[config.mk]
export PLATFORM = sky130hd
export DESIGN_NAME = clk_synth_cfg
export DESIGN_NICKNAME = d
export VERILOG_FILES = /design/src/design/clk_synth_pkg.sv /design/src/design/cfg_reg_bank.sv /design/src/design/clk_synth_cfg.sv /design/src/design/serial_shifter.sv /design/src/design/startup_seq.sv /design/src/design/write_seq.sv
export SDC_FILE = /design/constraint.sdc
export NUM_CORES = 1
export LEC_CHECK = 0
export BUFFER_PORTS_ARGS = -buffer_cell sky130_fd_sc_hd__buf_4
export CAP_MARGIN = 20
export CORE_MARGIN = 5
export CORE_UTILIZATION = 49
export DETAILED_ROUTE_END_ITERATION = 10
export GPL_ROUTABILITY_DRIVEN = 0
export GPL_TIMING_DRIVEN = 0
export HOLD_SLACK_MARGIN = 0.15
export PLACE_DENSITY_LB_ADDON = 0.12
export SYNTH_ARGS = -nofsm -noshare
export SYNTH_HDL_FRONTEND = slang
export SYNTH_SLANG_ARGS = --single-unit
[constraint.sdc]
create_clock -name slow_clk -period 13.3 [get_ports slow_clk]
set_clock_uncertainty 0.05 [all_clocks]
set_input_delay 2.66 -clock slow_clk [delete_from_list [all_inputs] [get_ports slow_clk]]
set_output_delay 2.66 -clock slow_clk [all_outputs]
set_load 0.005 [all_outputs]
[src/design/clk_synth_pkg.sv]
package clk_synth_pkg;

    // ****************************************
    // widths and counts
    // ****************************************
    localparam int WORD_W          = 32;  // synth word and bus data
    localparam int ADDR_W          = 5;   // bus address and send index
    localparam int NUM_SYNTH_REGS  = 17;  // words per sequence
    localparam int SYNC_LOW_CYCLES = 16;  // sync low time after a sequence

    typedef logic [WORD_W-1:0] reg_word_t;
    typedef logic [ADDR_W-1:0] reg_addr_t;

    // control register sits right after the last synth word, bit 0 is go
    localparam reg_addr_t CTRL_ADDR = 5'd17;

    // ****************************************
    // default words, in send order
    // ****************************************
    // low 5 bits carry the chip register number
    // chip reg 7 goes out twice: reset bit set first, then cleared
    localparam reg_word_t CS_DEFAULTS [NUM_SYNTH_REGS] = '{
        32'h8000_0007,  // chip reg 7, reset asserted
        32'h0001_0100,  // chip reg 0
        32'h0001_0101,  // chip reg 1
        32'h0001_0102,  // chip reg 2
        32'h0001_0103,  // chip reg 3
        32'h0001_0104,  // chip reg 4
        32'h0001_0105,  // chip reg 5
        32'h0001_0106,  // chip reg 6
        32'h0000_0007,  // chip reg 7, reset released
        32'h1000_0908,  // chip reg 8
        32'hA000_2209,  // chip reg 9
        32'h0082_800A,  // chip reg 10
        32'h6400_000B,  // chip reg 11
        32'h0300_000C,  // chip reg 12
        32'h0000_000D,  // chip reg 13
        32'h0003_000E,  // chip reg 14
        32'h0000_100F   // chip reg 15
    };

endpackage

[src/design/cfg_reg_bank.sv]
module cfg_reg_bank (
    input  logic                     slow_clk,
    input  logic                     resetS,
    input  logic                     wr_en,          // one cycle write strobe
    input  clk_synth_pkg::reg_addr_t wr_addr,
    input  clk_synth_pkg::reg_word_t wr_data,
    input  logic                     load_defaults,  // startup reload strobe
    input  clk_synth_pkg::reg_addr_t rd_index,       // send index from sequencer
    output clk_synth_pkg::reg_word_t rd_word,
    output logic                     go
);

    // synth words, stored in send order (not chip register order)
    clk_synth_pkg::reg_word_t synth_regs [clk_synth_pkg::NUM_SYNTH_REGS];

    // ****************************************
    // synth word registers
    // ****************************************
    always_ff @(posedge slow_clk)
    begin
        if (resetS || load_defaults)
        begin
            // both reset and the startup strobe put the table back
            for (int i = 0; i < clk_synth_pkg::NUM_SYNTH_REGS; i++)
            begin
                synth_regs[i] <= clk_synth_pkg::CS_DEFAULTS[i];
            end
        end
        else if (wr_en && (wr_addr < clk_synth_pkg::CTRL_ADDR))
        begin
            synth_regs[wr_addr] <= wr_data;  // addr 0..16 only
        end
    end

    // ****************************************
    // control register
    // ****************************************
    always_ff @(posedge slow_clk)
    begin
        if (resetS)
            go <= 1'b0;                      // nothing starts out of reset
        else if (load_defaults)
            go <= 1'b1;                      // first config comes from startup
        else if (wr_en && (wr_addr == clk_synth_pkg::CTRL_ADDR))
            go <= wr_data[0];
        // anything above CTRL_ADDR just falls through
    end

    // indexed read, combinational so the sequencer sees writes up to the load
    always_comb
    begin
        if (rd_index < clk_synth_pkg::CTRL_ADDR)
            rd_word = synth_regs[rd_index];
        else
            rd_word = '0;                    // out of range index reads zero
    end

    // startup must reload exactly once, a held strobe would swallow the go edge
    a_load_one_shot : assert property (@(posedge slow_clk) disable iff (resetS)
        load_defaults |=> !load_defaults);

endmodule

[src/design/clk_synth_cfg.sv]
module clk_synth_cfg #(
    parameter int STARTUP_WAIT_CYCLES = 32768  // settle time before first config
) (
    input  logic                     slow_clk,
    input  logic                     resetS,
    input  logic                     wr_en,
    input  clk_synth_pkg::reg_addr_t wr_addr,
    input  clk_synth_pkg::reg_word_t wr_data,
    output logic                     dclk,
    output logic                     ddat,
    output logic                     dlen,
    output logic                     sync
);

    logic                     load_defaults;
    logic                     startup_done;
    logic                     go;
    clk_synth_pkg::reg_addr_t rd_index;
    clk_synth_pkg::reg_word_t rd_word;
    logic                     shift_req;
    logic                     shift_ack;
    clk_synth_pkg::reg_word_t shift_word;

    // chip samples on dclk rising, i.e. mid slow_clk cycle
    assign dclk = ~slow_clk;

    // ****************************************
    // blocks
    // ****************************************
    cfg_reg_bank u_bank (
        .slow_clk      (slow_clk),
        .resetS        (resetS),
        .wr_en         (wr_en),
        .wr_addr       (wr_addr),
        .wr_data       (wr_data),
        .load_defaults (load_defaults),
        .rd_index      (rd_index),
        .rd_word       (rd_word),
        .go            (go)
    );

    startup_seq #(
        .STARTUP_WAIT_CYCLES (STARTUP_WAIT_CYCLES)
    ) u_startup (
        .slow_clk      (slow_clk),
        .resetS        (resetS),
        .load_defaults (load_defaults),
        .startup_done  (startup_done)
    );

    write_seq u_write (
        .slow_clk     (slow_clk),
        .resetS       (resetS),
        .go           (go),
        .startup_done (startup_done),
        .rd_word      (rd_word),
        .shift_ack    (shift_ack),
        .rd_index     (rd_index),
        .shift_req    (shift_req),
        .shift_word   (shift_word),
        .sync         (sync)
    );

    serial_shifter u_shift (
        .slow_clk   (slow_clk),
        .resetS     (resetS),
        .shift_req  (shift_req),
        .shift_word (shift_word),
        .shift_ack  (shift_ack),
        .ddat       (ddat),
        .dlen       (dlen)
    );

endmodule

[src/design/serial_shifter.sv]
module serial_shifter (
    input  logic                     slow_clk,
    input  logic                     resetS,
    input  logic                     shift_req,
    input  clk_synth_pkg::reg_word_t shift_word,
    output logic                     shift_ack,
    output logic                     ddat,
    output logic                     dlen       // active low latch enable
);

    localparam int BIT_CNT_W = $clog2(clk_synth_pkg::WORD_W);
    localparam logic [BIT_CNT_W-1:0] BIT_LAST = BIT_CNT_W'(clk_synth_pkg::WORD_W - 1);

    localparam logic [1:0] S_IDLE  = 2'd0;
    localparam logic [1:0] S_SHIFT = 2'd1;
    localparam logic [1:0] S_ACK   = 2'd2;   // wait for req to drop

    logic [1:0]               state;
    clk_synth_pkg::reg_word_t sreg;          // MSB drives the line
    logic [BIT_CNT_W-1:0]     bit_cnt;

    // ****************************************
    // shift register
    // ****************************************
    always_ff @(posedge slow_clk)
    begin
        if ((state == S_IDLE) && shift_req)
            sreg <= shift_word;
        else if (state == S_SHIFT)
            sreg <= {sreg[clk_synth_pkg::WORD_W-2:0], 1'b0};
    end

    // framing and ack
    always_ff @(posedge slow_clk)
    begin
        if (resetS)
        begin
            state     <= S_IDLE;
            dlen      <= 1'b1;
            shift_ack <= 1'b0;
            bit_cnt   <= '0;
        end
        else
        begin
            case (state)
                S_IDLE:
                begin
                    if (shift_req)
                    begin
                        dlen    <= 1'b0;   // window opens next cycle
                        bit_cnt <= '0;
                        state   <= S_SHIFT;
                    end
                end
                S_SHIFT:
                begin
                    bit_cnt <= bit_cnt + 1'b1;
                    if (bit_cnt == BIT_LAST)
                    begin
                        dlen      <= 1'b1;  // latch, ack on the same edge
                        shift_ack <= 1'b1;
                        state     <= S_ACK;
                    end
                end
                S_ACK:
                begin
                    if (!shift_req)
                    begin
                        shift_ack <= 1'b0;
                        state     <= S_IDLE;
                    end
                end
                default: state <= S_IDLE;
            endcase
        end
    end

    assign ddat = sreg[clk_synth_pkg::WORD_W-1] & ~dlen;  // low outside the window

    a_dlen_window : assert property (@(posedge slow_clk) disable iff (resetS)
        $fell(dlen) |-> ##[1:32] dlen);
    a_ack_on_req : assert property (@(posedge slow_clk) disable iff (resetS)
        $rose(shift_ack) |-> shift_req);

endmodule

[src/design/startup_seq.sv]
module startup_seq #(
    parameter int STARTUP_WAIT_CYCLES = 32768
) (
    input  logic slow_clk,
    input  logic resetS,
    output logic load_defaults,  // one cycle, reload defaults and set go
    output logic startup_done    // held until next reset
);

    // wait counter sized from the parameter
    localparam int CNT_W = $clog2(STARTUP_WAIT_CYCLES + 1);
    localparam logic [CNT_W-1:0] CNT_LAST = CNT_W'(STARTUP_WAIT_CYCLES - 1);

    // ****************************************
    // states
    // ****************************************
    localparam logic [1:0] S_WAIT   = 2'd0;  // power-up settle time
    localparam logic [1:0] S_RELOAD = 2'd1;  // single reload cycle
    localparam logic [1:0] S_DONE   = 2'd2;  // parked

    logic [1:0]       state;
    logic [CNT_W-1:0] wait_cnt;

    always_ff @(posedge slow_clk)
    begin
        if (resetS)
        begin
            state    <= S_WAIT;
            wait_cnt <= '0;
        end
        else
        begin
            case (state)
                S_WAIT:
                begin
                    if (wait_cnt == CNT_LAST)
                        state <= S_RELOAD;
                    else
                        wait_cnt <= wait_cnt + 1'b1;
                end
                S_RELOAD: state <= S_DONE;
                S_DONE:   state <= S_DONE;   // only a reset gets us out
                default:  state <= S_WAIT;
            endcase
        end
    end

    // outputs decoded straight from state
    assign load_defaults = (state == S_RELOAD);
    assign startup_done  = (state == S_DONE);

endmodule

[src/design/write_seq.sv]
module write_seq (
    input  logic                     slow_clk,
    input  logic                     resetS,
    input  logic                     go,            // control reg bit 0
    input  logic                     startup_done,  // enables sync pulse
    input  clk_synth_pkg::reg_word_t rd_word,
    input  logic                     shift_ack,
    output clk_synth_pkg::reg_addr_t rd_index,
    output logic                     shift_req,
    output clk_synth_pkg::reg_word_t shift_word,
    output logic                     sync
);

    localparam clk_synth_pkg::reg_addr_t LAST_INDEX =
        clk_synth_pkg::reg_addr_t'(clk_synth_pkg::NUM_SYNTH_REGS - 1);
    localparam int SYNC_CNT_W = $clog2(clk_synth_pkg::SYNC_LOW_CYCLES + 1);
    localparam logic [SYNC_CNT_W-1:0] SYNC_LAST =
        SYNC_CNT_W'(clk_synth_pkg::SYNC_LOW_CYCLES - 1);

    // ****************************************
    // states
    // ****************************************
    localparam logic [2:0] S_IDLE      = 3'd0;
    localparam logic [2:0] S_ISSUE     = 3'd1;  // latch word, raise req
    localparam logic [2:0] S_WAIT_ACK  = 3'd2;  // frame on the wire
    localparam logic [2:0] S_WAIT_DROP = 3'd3;  // req low, wait ack low
    localparam logic [2:0] S_SYNC      = 3'd4;  // sync held low

    logic [2:0]               state;
    logic                     go_q;
    logic                     go_rise;
    logic                     start_pend;  // go edge seen, not yet served
    logic                     start_take;  // pending start consumed this cycle
    clk_synth_pkg::reg_addr_t send_idx;
    logic [SYNC_CNT_W-1:0]    sync_cnt;

    assign go_rise  = go & ~go_q;
    assign rd_index = send_idx;

    // a start is taken from idle, or between frames once the slave has let go
    assign start_take = start_pend &&
                        ((state == S_IDLE) || ((state == S_WAIT_DROP) && !shift_ack));

    // go edge detect, the edge is held until a sequence picks it up
    always_ff @(posedge slow_clk)
    begin
        if (resetS)
        begin
            go_q       <= 1'b0;
            start_pend <= 1'b0;
        end
        else
        begin
            go_q <= go;
            if (go_rise)
                start_pend <= 1'b1;
            else if (start_take)
                start_pend <= 1'b0;
        end
    end

    // ****************************************
    // register loop and req/ack master
    // ****************************************
    always_ff @(posedge slow_clk)
    begin
        if (resetS)
        begin
            state     <= S_IDLE;
            send_idx  <= '0;
            shift_req <= 1'b0;
            sync      <= 1'b1;    // sync idles high
            sync_cnt  <= '0;
        end
        else
        begin
            case (state)
                S_IDLE:
                begin
                    if (start_take)
                    begin
                        send_idx <= '0;
                        state    <= S_ISSUE;
                    end
                end
                S_ISSUE:
                begin
                    shift_req <= 1'b1;   // shift_word loads on the same edge
                    state     <= S_WAIT_ACK;
                end
                S_WAIT_ACK:
                begin
                    if (shift_ack)
                    begin
                        shift_req <= 1'b0;
                        state     <= S_WAIT_DROP;
                    end
                end
                S_WAIT_DROP:
                begin
                    if (!shift_ack)
                    begin
                        if (start_take)
                        begin
                            send_idx <= '0;  // new go edge restarts the loop
                            state    <= S_ISSUE;
                        end
                        else if (send_idx != LAST_INDEX)
                        begin
                            send_idx <= send_idx + 1'b1;
                            state    <= S_ISSUE;
                        end
                        else if (startup_done)
                        begin
                            sync     <= 1'b0;  // all words out, pulse sync
                            sync_cnt <= '0;
                            state    <= S_SYNC;
                        end
                        else
                            state <= S_IDLE;
                    end
                end
                S_SYNC:
                begin
                    sync_cnt <= sync_cnt + 1'b1;
                    if (sync_cnt == SYNC_LAST)
                    begin
                        sync  <= 1'b1;
                        state <= S_IDLE;
                    end
                end
                default: state <= S_IDLE;
            endcase
        end
    end

    // word captured as the request goes up, later bus writes do not disturb the frame
    always_ff @(posedge slow_clk)
    begin
        if (state == S_ISSUE)
            shift_word <= rd_word;
    end

    // four-phase rule: req only drops once the slave has acked
    a_req_held : assert property (@(posedge slow_clk) disable iff (resetS)
        $fell(shift_req) |-> shift_ack);

endmodule

==> results of run 1 <==
[placed cells by master, fill, tap and decap left out, types with 45 or more instances in the layout]
master     Yosys  final
and2_1       480    479
a22oi_1       66     66
dfxtp_1       45     45
nor2_1        46     46
mux2i_1      164    164
clkbuf_1     131    150
clkbuf_16      0     77
or3_1         61     61
edfxtp_1     608    608
mux4_2        64     64
[state kept, by name, indices dropped and copies added, names as in the netlist]
signal and cells:
u_write.start_pend 1, u_bank.synth_regs 544, u_startup.wait_cnt 16, u_startup.state 2, u_write.sync 1, u_shift.dlen 1, u_shift.state 2, u_write.state 3
u_write.shift_word 32, u_write.rd_index 5, u_shift.bit_cnt 5, u_bank.go 1, u_shift.sreg 32, u_write.sync_cnt 5, u_write.go_q 1, u_write.shift_req 1
u_shift.shift_ack 1
[how the worst min path moves through the flow]
stage | to | slack, ps | depth (start not counted)
2_1_floorplan | u_write.start_pend | 400 | 2
3_3_place_gp | u_write.go_q | 430 | 1
3_5_place_dp | u_write.start_pend | 440 | 2
4_1_cts | u_write.start_pend | 440 | 2
5_1_grt | u_write.sync_cnt[3] | 480 | 2
6_report | u_write.start_pend | 440 | 2
[synth_stat cells, types with 14 or more instances]
library cell  number
nand3_1           14
a22oi_1           66
a21oi_1           25
inv_1             17
buf_2             26
edfxtp_1         608
nor2_1            46
o21ai_0           58
nand2_1           19
a32oi_1           31
mux2_2            33
mux4_2            64
mux2i_1          164
or3_1             61
and2_1           480
clkbuf_1         131
nand2b_1          16
dfxtp_1           45
[power by group]
part	internal [W]	total, W	switching (W)
clock	0.00106	0.00186	0.000805
sequential	0.00233	0.00236	0.0000258
combinational	0.0000611	0.000179	0.000118
[critical path: stages]
cell	delay (ps)
clkbuf_16	190
clkbuf_16	220
clkbuf_16	180
inv_1	50
buf_4	90
[cells by family after synthesis]
kind of cell / share of synthesized area
AND/OR/NAND/NOR: 0.147
flip-flops: 0.658
multiplexers: 0.119
AO/OA/AOI/OAI: 0.0449
buffers and inverters: 0.0243
adder cells (fa/ha/maj): 0.00430
XOR/XNOR: 0.00181
[stage by stage]
stage / total power, W / worst slack [ps] / std cells / hold WS (ps)
after detailed placement: 0.00259 / 3820 / 2841 / 436
after CTS: 0.00442 / 3180 / 2971 / 444
final: 0.00440 / 3210 / 2976 / 445
after floorplan: 0.00249 / 3900 / 2007 / 403
after global placement: 0.00257 / 3510 / 2823 / 427
after global routing: 0.00452 / 3160 / 2973 / 476
[per-layer routing]
layer | GRT usage | up-vias | share of wire
met5 | 0 | - | 0
met4 | 0.0773 | 0 | 0.034
met3 | 0.0452 | 137 | 0.065
met2 | 0.388 | 586 | 0.49
met1 | 0.318 | 8716 | 0.41
li1 | - | 7763 | -
[cell type report]
type / instances / area share
diodes: 3 / 0.000227
plain buffers: 162 / 0.0195
clock buffers: 97 / 0.0606
clock inverters: 35 / 0.00472
inverters: 16 / 0.00181
multi-input cells: 1175 / 0.284
flip-flops and latches: 653 / 0.579
well taps: 773 / 0.0292
repair buffers: 62 / 0.0217
==> results.cfg, run 1 <==
[detailed_routing]
viasPerCell = 5.78
drt_iter0_markers = 1693
ant_nets = 0
drc = 0
dr.pass1.iters = 6
wl_per_cell_um = 25.4
wl_um = 75600
vias = 17200

[synthesis]
synthesis.nets = 2057
synth.area.top_cells = edfxtp_1 (63%), and2_1 (10%), mux2i_1 (5.6%)
async_flop_share = 0
seq_area_frac_synth = 0.658
syn_inst = 2007
syn_area_mm2 = 0.0291
synth_cell_types = 57
yosysWarningCount = 0
synth-seq-cells = 653
syn_avg_cell_area_um2 = 14.5
synth-edff-count = 608
synth_area_leader_cell = edfxtp_1
synthFlopType = edfxtp_1
synth_top_area_frac = 0.628

[global_routing]
grt_pass1_wl_um = 112000
grt_pass1_vias = 17500
antenna_found_initial = 5
grt-ovfl-total = 0
grtUsageTotal = 0.235
grt_max_degree = 33

[clocking]
cts_root_buffer = clkbuf_16
cts_buffer_depth = 3
cts_hold_buf = 0
post_cts_buffers = 0
clk_pin_slew_worst_paths_ps = 50
numCtsBuffers = 72
cts_tree = built
cts_resized = 0
htreeDepth = 3
clkLatencyLatePin_ps = 610

[power_and_ir_drop]
p_per_area_mw_per_mm2 = 133
irDropWorstVdd_mv = 0.0987
leakage_nw = 10.8

[setup_path]
crit_type = clock port to output port
crit_path_end_kind = output port
cp.required_ps = 10590
reg2reg_from = u_startup.state[1]
rr_worst_depth = 9
critPathLaunch = slow_clk
crit_fanout = 12
reg2reg_slack_ps = 8720
arrival_ps = 7380
crit_path_end = dclk
timing.rr.end = u_bank.synth_regs[0][27]
critPathLaunchType = clock port

[timing]
setup_viol = 0
worst_pin_slew_ps = 1220
tns_ps = 0
hold_violations = 0
slew_headroom = 0.181
rsz0062_at_grt = no
drv_slew = 0

[cells_and_area]
multiInputGateArea_mm2 = 0.00940
seqCellArea_mm2 = 0.0192
nets = 2194
fillerInstances = 4715
utilization = 0.562
area_delta_synth_final_pct = 13.8
final_design_area_no_fill_mm2 = 0.0331
drive_above_1_share = 0.139

[hold_path]
worst_hold_startpoint = u_write.start_pend
hp-class = register to register

[run_status]
status = finished clean

[floorplanning]
die_h_um = 254
die-area_mm2 = 0.0644
fp.coreArea_mm2 = 0.0589
start_util = 0.494
rows = 89
io_pins = 44
die_w_um = 254

[placed_design]
io_buffers = 43
dpl.hpwl_um = 52600
post_dp_cell_area_mm2 = 0.0309

[flow_run]
max-cap-violations = 0
No activity file was read; power rests on OpenSTA's default activity.
==> run 2: changes to the inputs <==
--- a/config.mk
+++ b/config.mk
@@ -5,6 +5,7 @@
 export SDC_FILE = /design/constraint.sdc
 export NUM_CORES = 1
 export LEC_CHECK = 0
+export ABC_AREA = 1
 export BUFFER_PORTS_ARGS = -buffer_cell sky130_fd_sc_hd__buf_4
 export CAP_MARGIN = 20
 export CORE_MARGIN = 5
==> constraint.sdc (replaced) <==
create_clock -name slow_clk -period 9.1 [get_ports slow_clk]
set_clock_uncertainty 0.05 [all_clocks]
set_input_delay 1.82 -clock slow_clk [delete_from_list [all_inputs] [get_ports slow_clk]]
set_output_delay 1.82 -clock slow_clk [all_outputs]
set_load 0.005 [all_outputs]
==> run 2 against run 1 <==
  * Total power rose by 77%
  * Wire length rose by 52%
  * Setup slack lost 1300 ps
  * Synthesized area rose by 9.0%
  * Via count is 55% higher
  * Sequential share of layout area down 2.2 points
  * Final area rose by 9.2%
  * Global-route usage up 8.5 points
  * Flip-flop and latch count grew 32
  * Worst hold slack worse by 67 ps
  * Largest cell class unchanged
  * Largest power group unchanged
==> results.cfg, run 2 <==
[detailed_routing]
wl_per_cell_um = 25.5
dr.pass1.iters = 7
drc = 0
ant_nets = 0
drt_iter0_markers = 4431
wl_um = 115000
viasPerCell = 5.92
vias = 26700

[flow_run]
max-cap-violations = 0

[clocking]
cts_buffer_depth = 3
numCtsBuffers = 75
clk_pin_slew_worst_paths_ps = 60
cts_root_buffer = clkbuf_16
cts_tree = built
clkLatencyLatePin_ps = 630
post_cts_buffers = 0
cts_resized = 0
cts_hold_buf = 0
htreeDepth = 3

[floorplanning]
rows = 93
die_h_um = 264
io_pins = 44
fp.coreArea_mm2 = 0.0642
start_util = 0.494
die-area_mm2 = 0.0699
die_w_um = 264

[setup_path]
slowest_stage = clkbuf_16
arrival_ps = 5300
rr_worst_depth = 11
cp.required_ps = 7230
crit_type = clock port to output port
crit_path_end_kind = output port
crit_fanout = 11
cp_num_buf_inv = 5
critical_path.max_stage_delay_ps = 220
critPathLaunchType = clock port
crit_family = buffers and inverters
worst-path-stages = 5
cpMostUsedCell = clkbuf_16
crit_path_cell_trace = clkbuf_16 > clkbuf_16 > clkbuf_16 > inv_1 > buf_4

[cells_and_area]
largest_reg_flops = 576
drive_above_1_share = 0.0698
nets = 3650
final_cell_mix = nand2_1 (1,108), edfxtp_1 (640), nor2_1 (394)
top_register = u_bank.synth_regs
final_design_area_no_fill_mm2 = 0.0362
fillerInstances = 5730
antenna_cells = 0
largestRegisters = u_bank.synth_regs: 576 flops, u_shift.sreg: 32 flops, u_write.shift_word: 32 flops
area_delta_synth_final_pct = 14.0
mostFrequentLayoutCell = nand2_1

[synthesis]
synth_common_cells = nand2_1 (1,116), edfxtp_1 (640), nor2_1 (394)
seq_area_frac_synth = 0.634
synth.area.top_cells = edfxtp_1 (61%), nand2_1 (13%), nand3_1 (5.0%)
synth_top_area_frac = 0.606
async_flop_share = 0
synthFlopType = edfxtp_1
syn_inst = 3430
syn_area_mm2 = 0.0317
synth_area_leader_cell = edfxtp_1
synth-seq-cells = 685
yosysMostFrequentCell = nand2_1
synth_cell_types = 35
yosysWarningCount = 0
synth-edff-count = 640
syn_avg_cell_area_um2 = 9.25

[global_routing]
grt_max_degree = 33
antenna_found_initial = 2
grt-ovfl-total = 0
grt_pass1_vias = 25000
grt_pass1_wl_um = 165000
grtUsageTotal = 0.320

[hold_path]
hp-class = register to register
whs_path_depth = 1

[timing]
drv_slew = 0
slew_headroom = 0.182
setup_viol = 0
worst_pin_slew_ps = 1220
hold_ws_ps = 378
hold_violations = 0
fin_ws_ps = 1930
rsz0062_at_grt = no
tns_ps = 0

[power_and_ir_drop]
irDropWorstVdd_mv = 0.150
leakage_nw = 14.1
p_per_area_mw_per_mm2 = 215

[placed_design]
post_dp_cell_area_mm2 = 0.0338
io_buffers = 43
dpl_worst_slack_ps = 2560
dpl.hpwl_um = 80800

[run_status]
status = finished clean
==> run 2: cell count changes in the layout (fill, tap and decap cells not counted), sizes merged, moves of 162 or more <==
cell	change
mux2i	-164
and2	-479
nor3	+253
inv	+162
nand2	+1099
nand3	+302
nor2	+361
==> run 2: final cells by class <==
type	count	area, µm²	area share
plain buffers	253	1020	0.0281
clock buffers	99	2110	0.0584
clock inverters	35	285	0.00789
inverters	214	803	0.0222
multi-input cells	2308	10000	0.277
flip-flops and latches	685	20100	0.556
well taps	855	1070	0.0296
repair buffers	61	743	0.0206
==> run 2: worst register-to-register path, cell delays in order (launching register included) <==
cell	delay, ps
dfxtp_1	350
inv_1	70
ha_1	210
or2_1	260
inv_2	350
nand2_1	130
a21oi_2	290
nand2_2	150
nor2_2	160
nand2_1	360
buf_2	410
nand2_2	760
==> run 2: per-stage QoR <==
| stage | power [W] | utilization | cells |
|---|---|---|---|
| 2_1_floorplan | 0.00436 | - | 3461 |
| 3_3_place_gp | 0.00472 | 0.517 | 4359 |
| 3_5_place_dp | 0.00478 | 0.526 | 4377 |
| 4_1_cts | 0.00777 | 0.563 | 4509 |
| 5_1_grt | 0.00800 | 0.563 | 4510 |
| 6_report | 0.00779 | 0.563 | 4510 |
==> run 2: cell families (layout without fill, tap and decap cells) <==
| logic type | Yosys count | in the layout | share of synthesized area |
|---|---|---|---|
| AO/OA/AOI/OAI | 133 | 133 | 0.0240 |
| other | 1 | 32 | 0.000118 |
| AND/OR/NAND/NOR | 2126 | 2126 | 0.278 |
| XOR/XNOR | 7 | 7 | 0.00193 |
| adder cells (fa/ha/maj) | 10 | 10 | 0.00395 |
| buffers and inverters | 468 | 662 | 0.0575 |
| flip-flops | 685 | 685 | 0.634 |
==> run 2: path summary, 6_finish.rpt <==
kind / to / slack [ps] / start
worst max-delay path: dclk / 1930 / slow_clk
worst min register to register: u_write.start_pend / 380 / u_write.go_q
worst min-delay path: u_write.start_pend / 380 / u_write.go_q
worst max register to register: u_bank.synth_regs[16][30] / 5150 / u_startup.state[1]
==> run 2: per-layer routing <==
| metal | track usage | up-vias | part of all wire |
|---|---|---|---|
| met5 | 0 | - | 0 |
| met4 | 0.144 | 0 | 0.056 |
| li1 | - | 11700 | - |
| met2 | 0.485 | 1948 | 0.44 |
| met1 | 0.425 | 12700 | 0.36 |
| met3 | 0.102 | 363 | 0.15 |
==> run 2: power breakdown <==
group,total [W],internal (W),switching (W)
Combinational,0.000970,0.000234,0.000736
Sequential,0.00377,0.00370,0.0000657
Clock,0.00305,0.00177,0.00128
==> run 3: changes to the inputs <==
==> constraint.sdc (replaced) <==
create_clock -name slow_clk -period 6.4 [get_ports slow_clk]
set_clock_uncertainty 0.05 [all_clocks]
set_input_delay 1.28 -clock slow_clk [delete_from_list [all_inputs] [get_ports slow_clk]]
set_output_delay 1.28 -clock slow_clk [all_outputs]
set_load 0.005 [all_outputs]
==> run 3 against run 2 <==
  * Combinational power is 42% higher
  * Die area stayed put
  * Cell count did not move
  * Sequential share of layout area is the same
  * Wire length barely moved
  * Setup slack worse by 810 ps
  * Global-route usage about the same
  * Critical path type unchanged
==> results.cfg, run 3 (synthesized netlist as in run 2, its figures left out) <==
[power_and_ir_drop]
internal_power_w = 0.00811
irDropWorstVdd_mv = 0.213
pwr-share-seq = 0.484
pwr-share-clk = 0.391
swShare = 0.267
leakage_nw = 14.1
p_per_area_mw_per_mm2 = 306
power_frac_comb = 0.125
power_switching_w = 0.00296

[hold_path]
worst_hold_startpoint = u_write.go_q
min_to = u_write.start_pend
whs_path_depth = 1
hp-class = register to register

[detailed_routing]
vias = 26700
drt_iter0_markers = 4379
wl_per_cell_um = 25.5
wl_um = 115000
dr.pass1.iters = 7
viasPerCell = 5.92
ant_nets = 0
drc = 0

[cells_and_area]
area_delta_synth_final_pct = 14.0
antenna_cells = 0
largestRegisters = u_bank.synth_regs: 576 flops, u_shift.sreg: 32 flops, u_write.shift_word: 32 flops
mostFrequentLayoutCell = nand2_1
final_design_area_no_fill_mm2 = 0.0362
final_cell_mix = nand2_1 (1,108), edfxtp_1 (640), nor2_1 (394)
top_register = u_bank.synth_regs
nets = 3650
largest_reg_flops = 576
drive_above_1_share = 0.0698
utilization = 0.563

[clocking]
cts_tree = built
cts_buffer_depth = 3
cts_root_buffer = clkbuf_16
post_cts_buffers = 0
cts_resized = 0
numCtsBuffers = 75
clk_pin_slew_worst_paths_ps = 60
clkLatencyLatePin_ps = 620
htreeDepth = 3
cts_hold_buf = 0

[timing]
hold_violations = 0
worst_pin_slew_ps = 1220
fin_ws_ps = 1130
hold_ws_ps = 379
setup_viol = 0
tns_ps = 0
rsz0062_at_grt = no
drv_slew = 0
slew_headroom = 0.183

[setup_path]
critical_path.max_stage_delay_ps = 220
arrival_ps = 3940
critPathLaunchType = clock port
reg2reg_slack_ps = 2420
cpMostUsedCell = clkbuf_16
timing.rr.end = u_bank.synth_regs[16][30]
crit_family = buffers and inverters
crit_path_cell_trace = clkbuf_16 > clkbuf_16 > clkbuf_16 > inv_1 > buf_4
rr_worst_depth = 11
cp.required_ps = 5070
crit_type = clock port to output port
slowest_stage = clkbuf_16
crit_fanout = 11
cp_num_buf_inv = 5
crit_path_end_kind = output port
reg2reg_from = u_startup.state[1]

[global_routing]
antenna_found_initial = 2
grt-ovfl-total = 0
grt_max_degree = 33
grt_pass1_wl_um = 165000
grtUsageTotal = 0.320
grt_pass1_vias = 25000

[placed_design]
post_dp_cell_area_mm2 = 0.0338
dpl.hpwl_um = 80800
dpl_worst_slack_ps = 1750
io_buffers = 43

[floorplanning]
start_util = 0.494
io_pins = 44
die-area_mm2 = 0.0699
die_h_um = 264
rows = 93
die_w_um = 264
fp.coreArea_mm2 = 0.0642

[flow_run]
max-cap-violations = 0

[run_status]
status = finished clean
==> run 3: area by class of cell <==
| type | count | area (µm²) |
|---|---|---|
| Sequential cell | 685 | 20100 |
| Multi-Input combinational cell | 2308 | 10000 |
| Tap cell | 855 | 1070 |
| Timing Repair Buffer | 61 | 743 |
| Fill cell | 5730 | 28100 |
| Clock inverter | 35 | 285 |
| Inverter | 214 | 803 |
| Clock buffer | 99 | 2110 |
| Buffer | 253 | 1020 |
==> run 3: per-layer routing <==
| layer | share of wire | up-vias | routed length, µm | GRT usage |
|---|---|---|---|---|
| met5 | 0 | - | 0 | 0 |
| met4 | 0.056 | 0 | 6400 | 0.145 |
| met3 | 0.15 | 363 | 17000 | 0.102 |
| met2 | 0.43 | 1989 | 50000 | 0.485 |
| met1 | 0.36 | 12700 | 41600 | 0.425 |
| li1 | - | 11700 | - | - |
==> run 3: how the worst max path moves through the flow <==
stage | startpoint | to | slack, ps | depth (start not counted)
floorplan | resetS | u_bank.synth_regs[2][0] | 1380 | 8
global placement | wr_addr[2] | u_bank.synth_regs[13][20] | -1880 | 6
detailed placement | slow_clk | dclk | 1750 | 2
CTS | slow_clk | dclk | 1100 | 5
global route | slow_clk | dclk | 1090 | 5
finish | slow_clk | dclk | 1130 | 5
==> run 3: metrics by stage <==
step,total power (W),std cells
global placement,0.00672,4359
global route,0.0114,4510
detailed placement,0.00680,4377
floorplan,0.00619,3461
CTS,0.0110,4509
finish,0.0111,4510
==> run 3: power by group through the flow <==
stage	Clock [W]	Sequential (W)	Combinational (W)
5_1_grt	0.00452	0.00538	0.00148
4_1_cts	0.00435	0.00536	0.00134
6_report	0.00433	0.00536	0.00138
3_3_place_gp	0.0000124	0.00547	0.00124
2_1_floorplan	0.00000358	0.00543	0.000759
3_5_place_dp	0.0000124	0.00545	0.00134
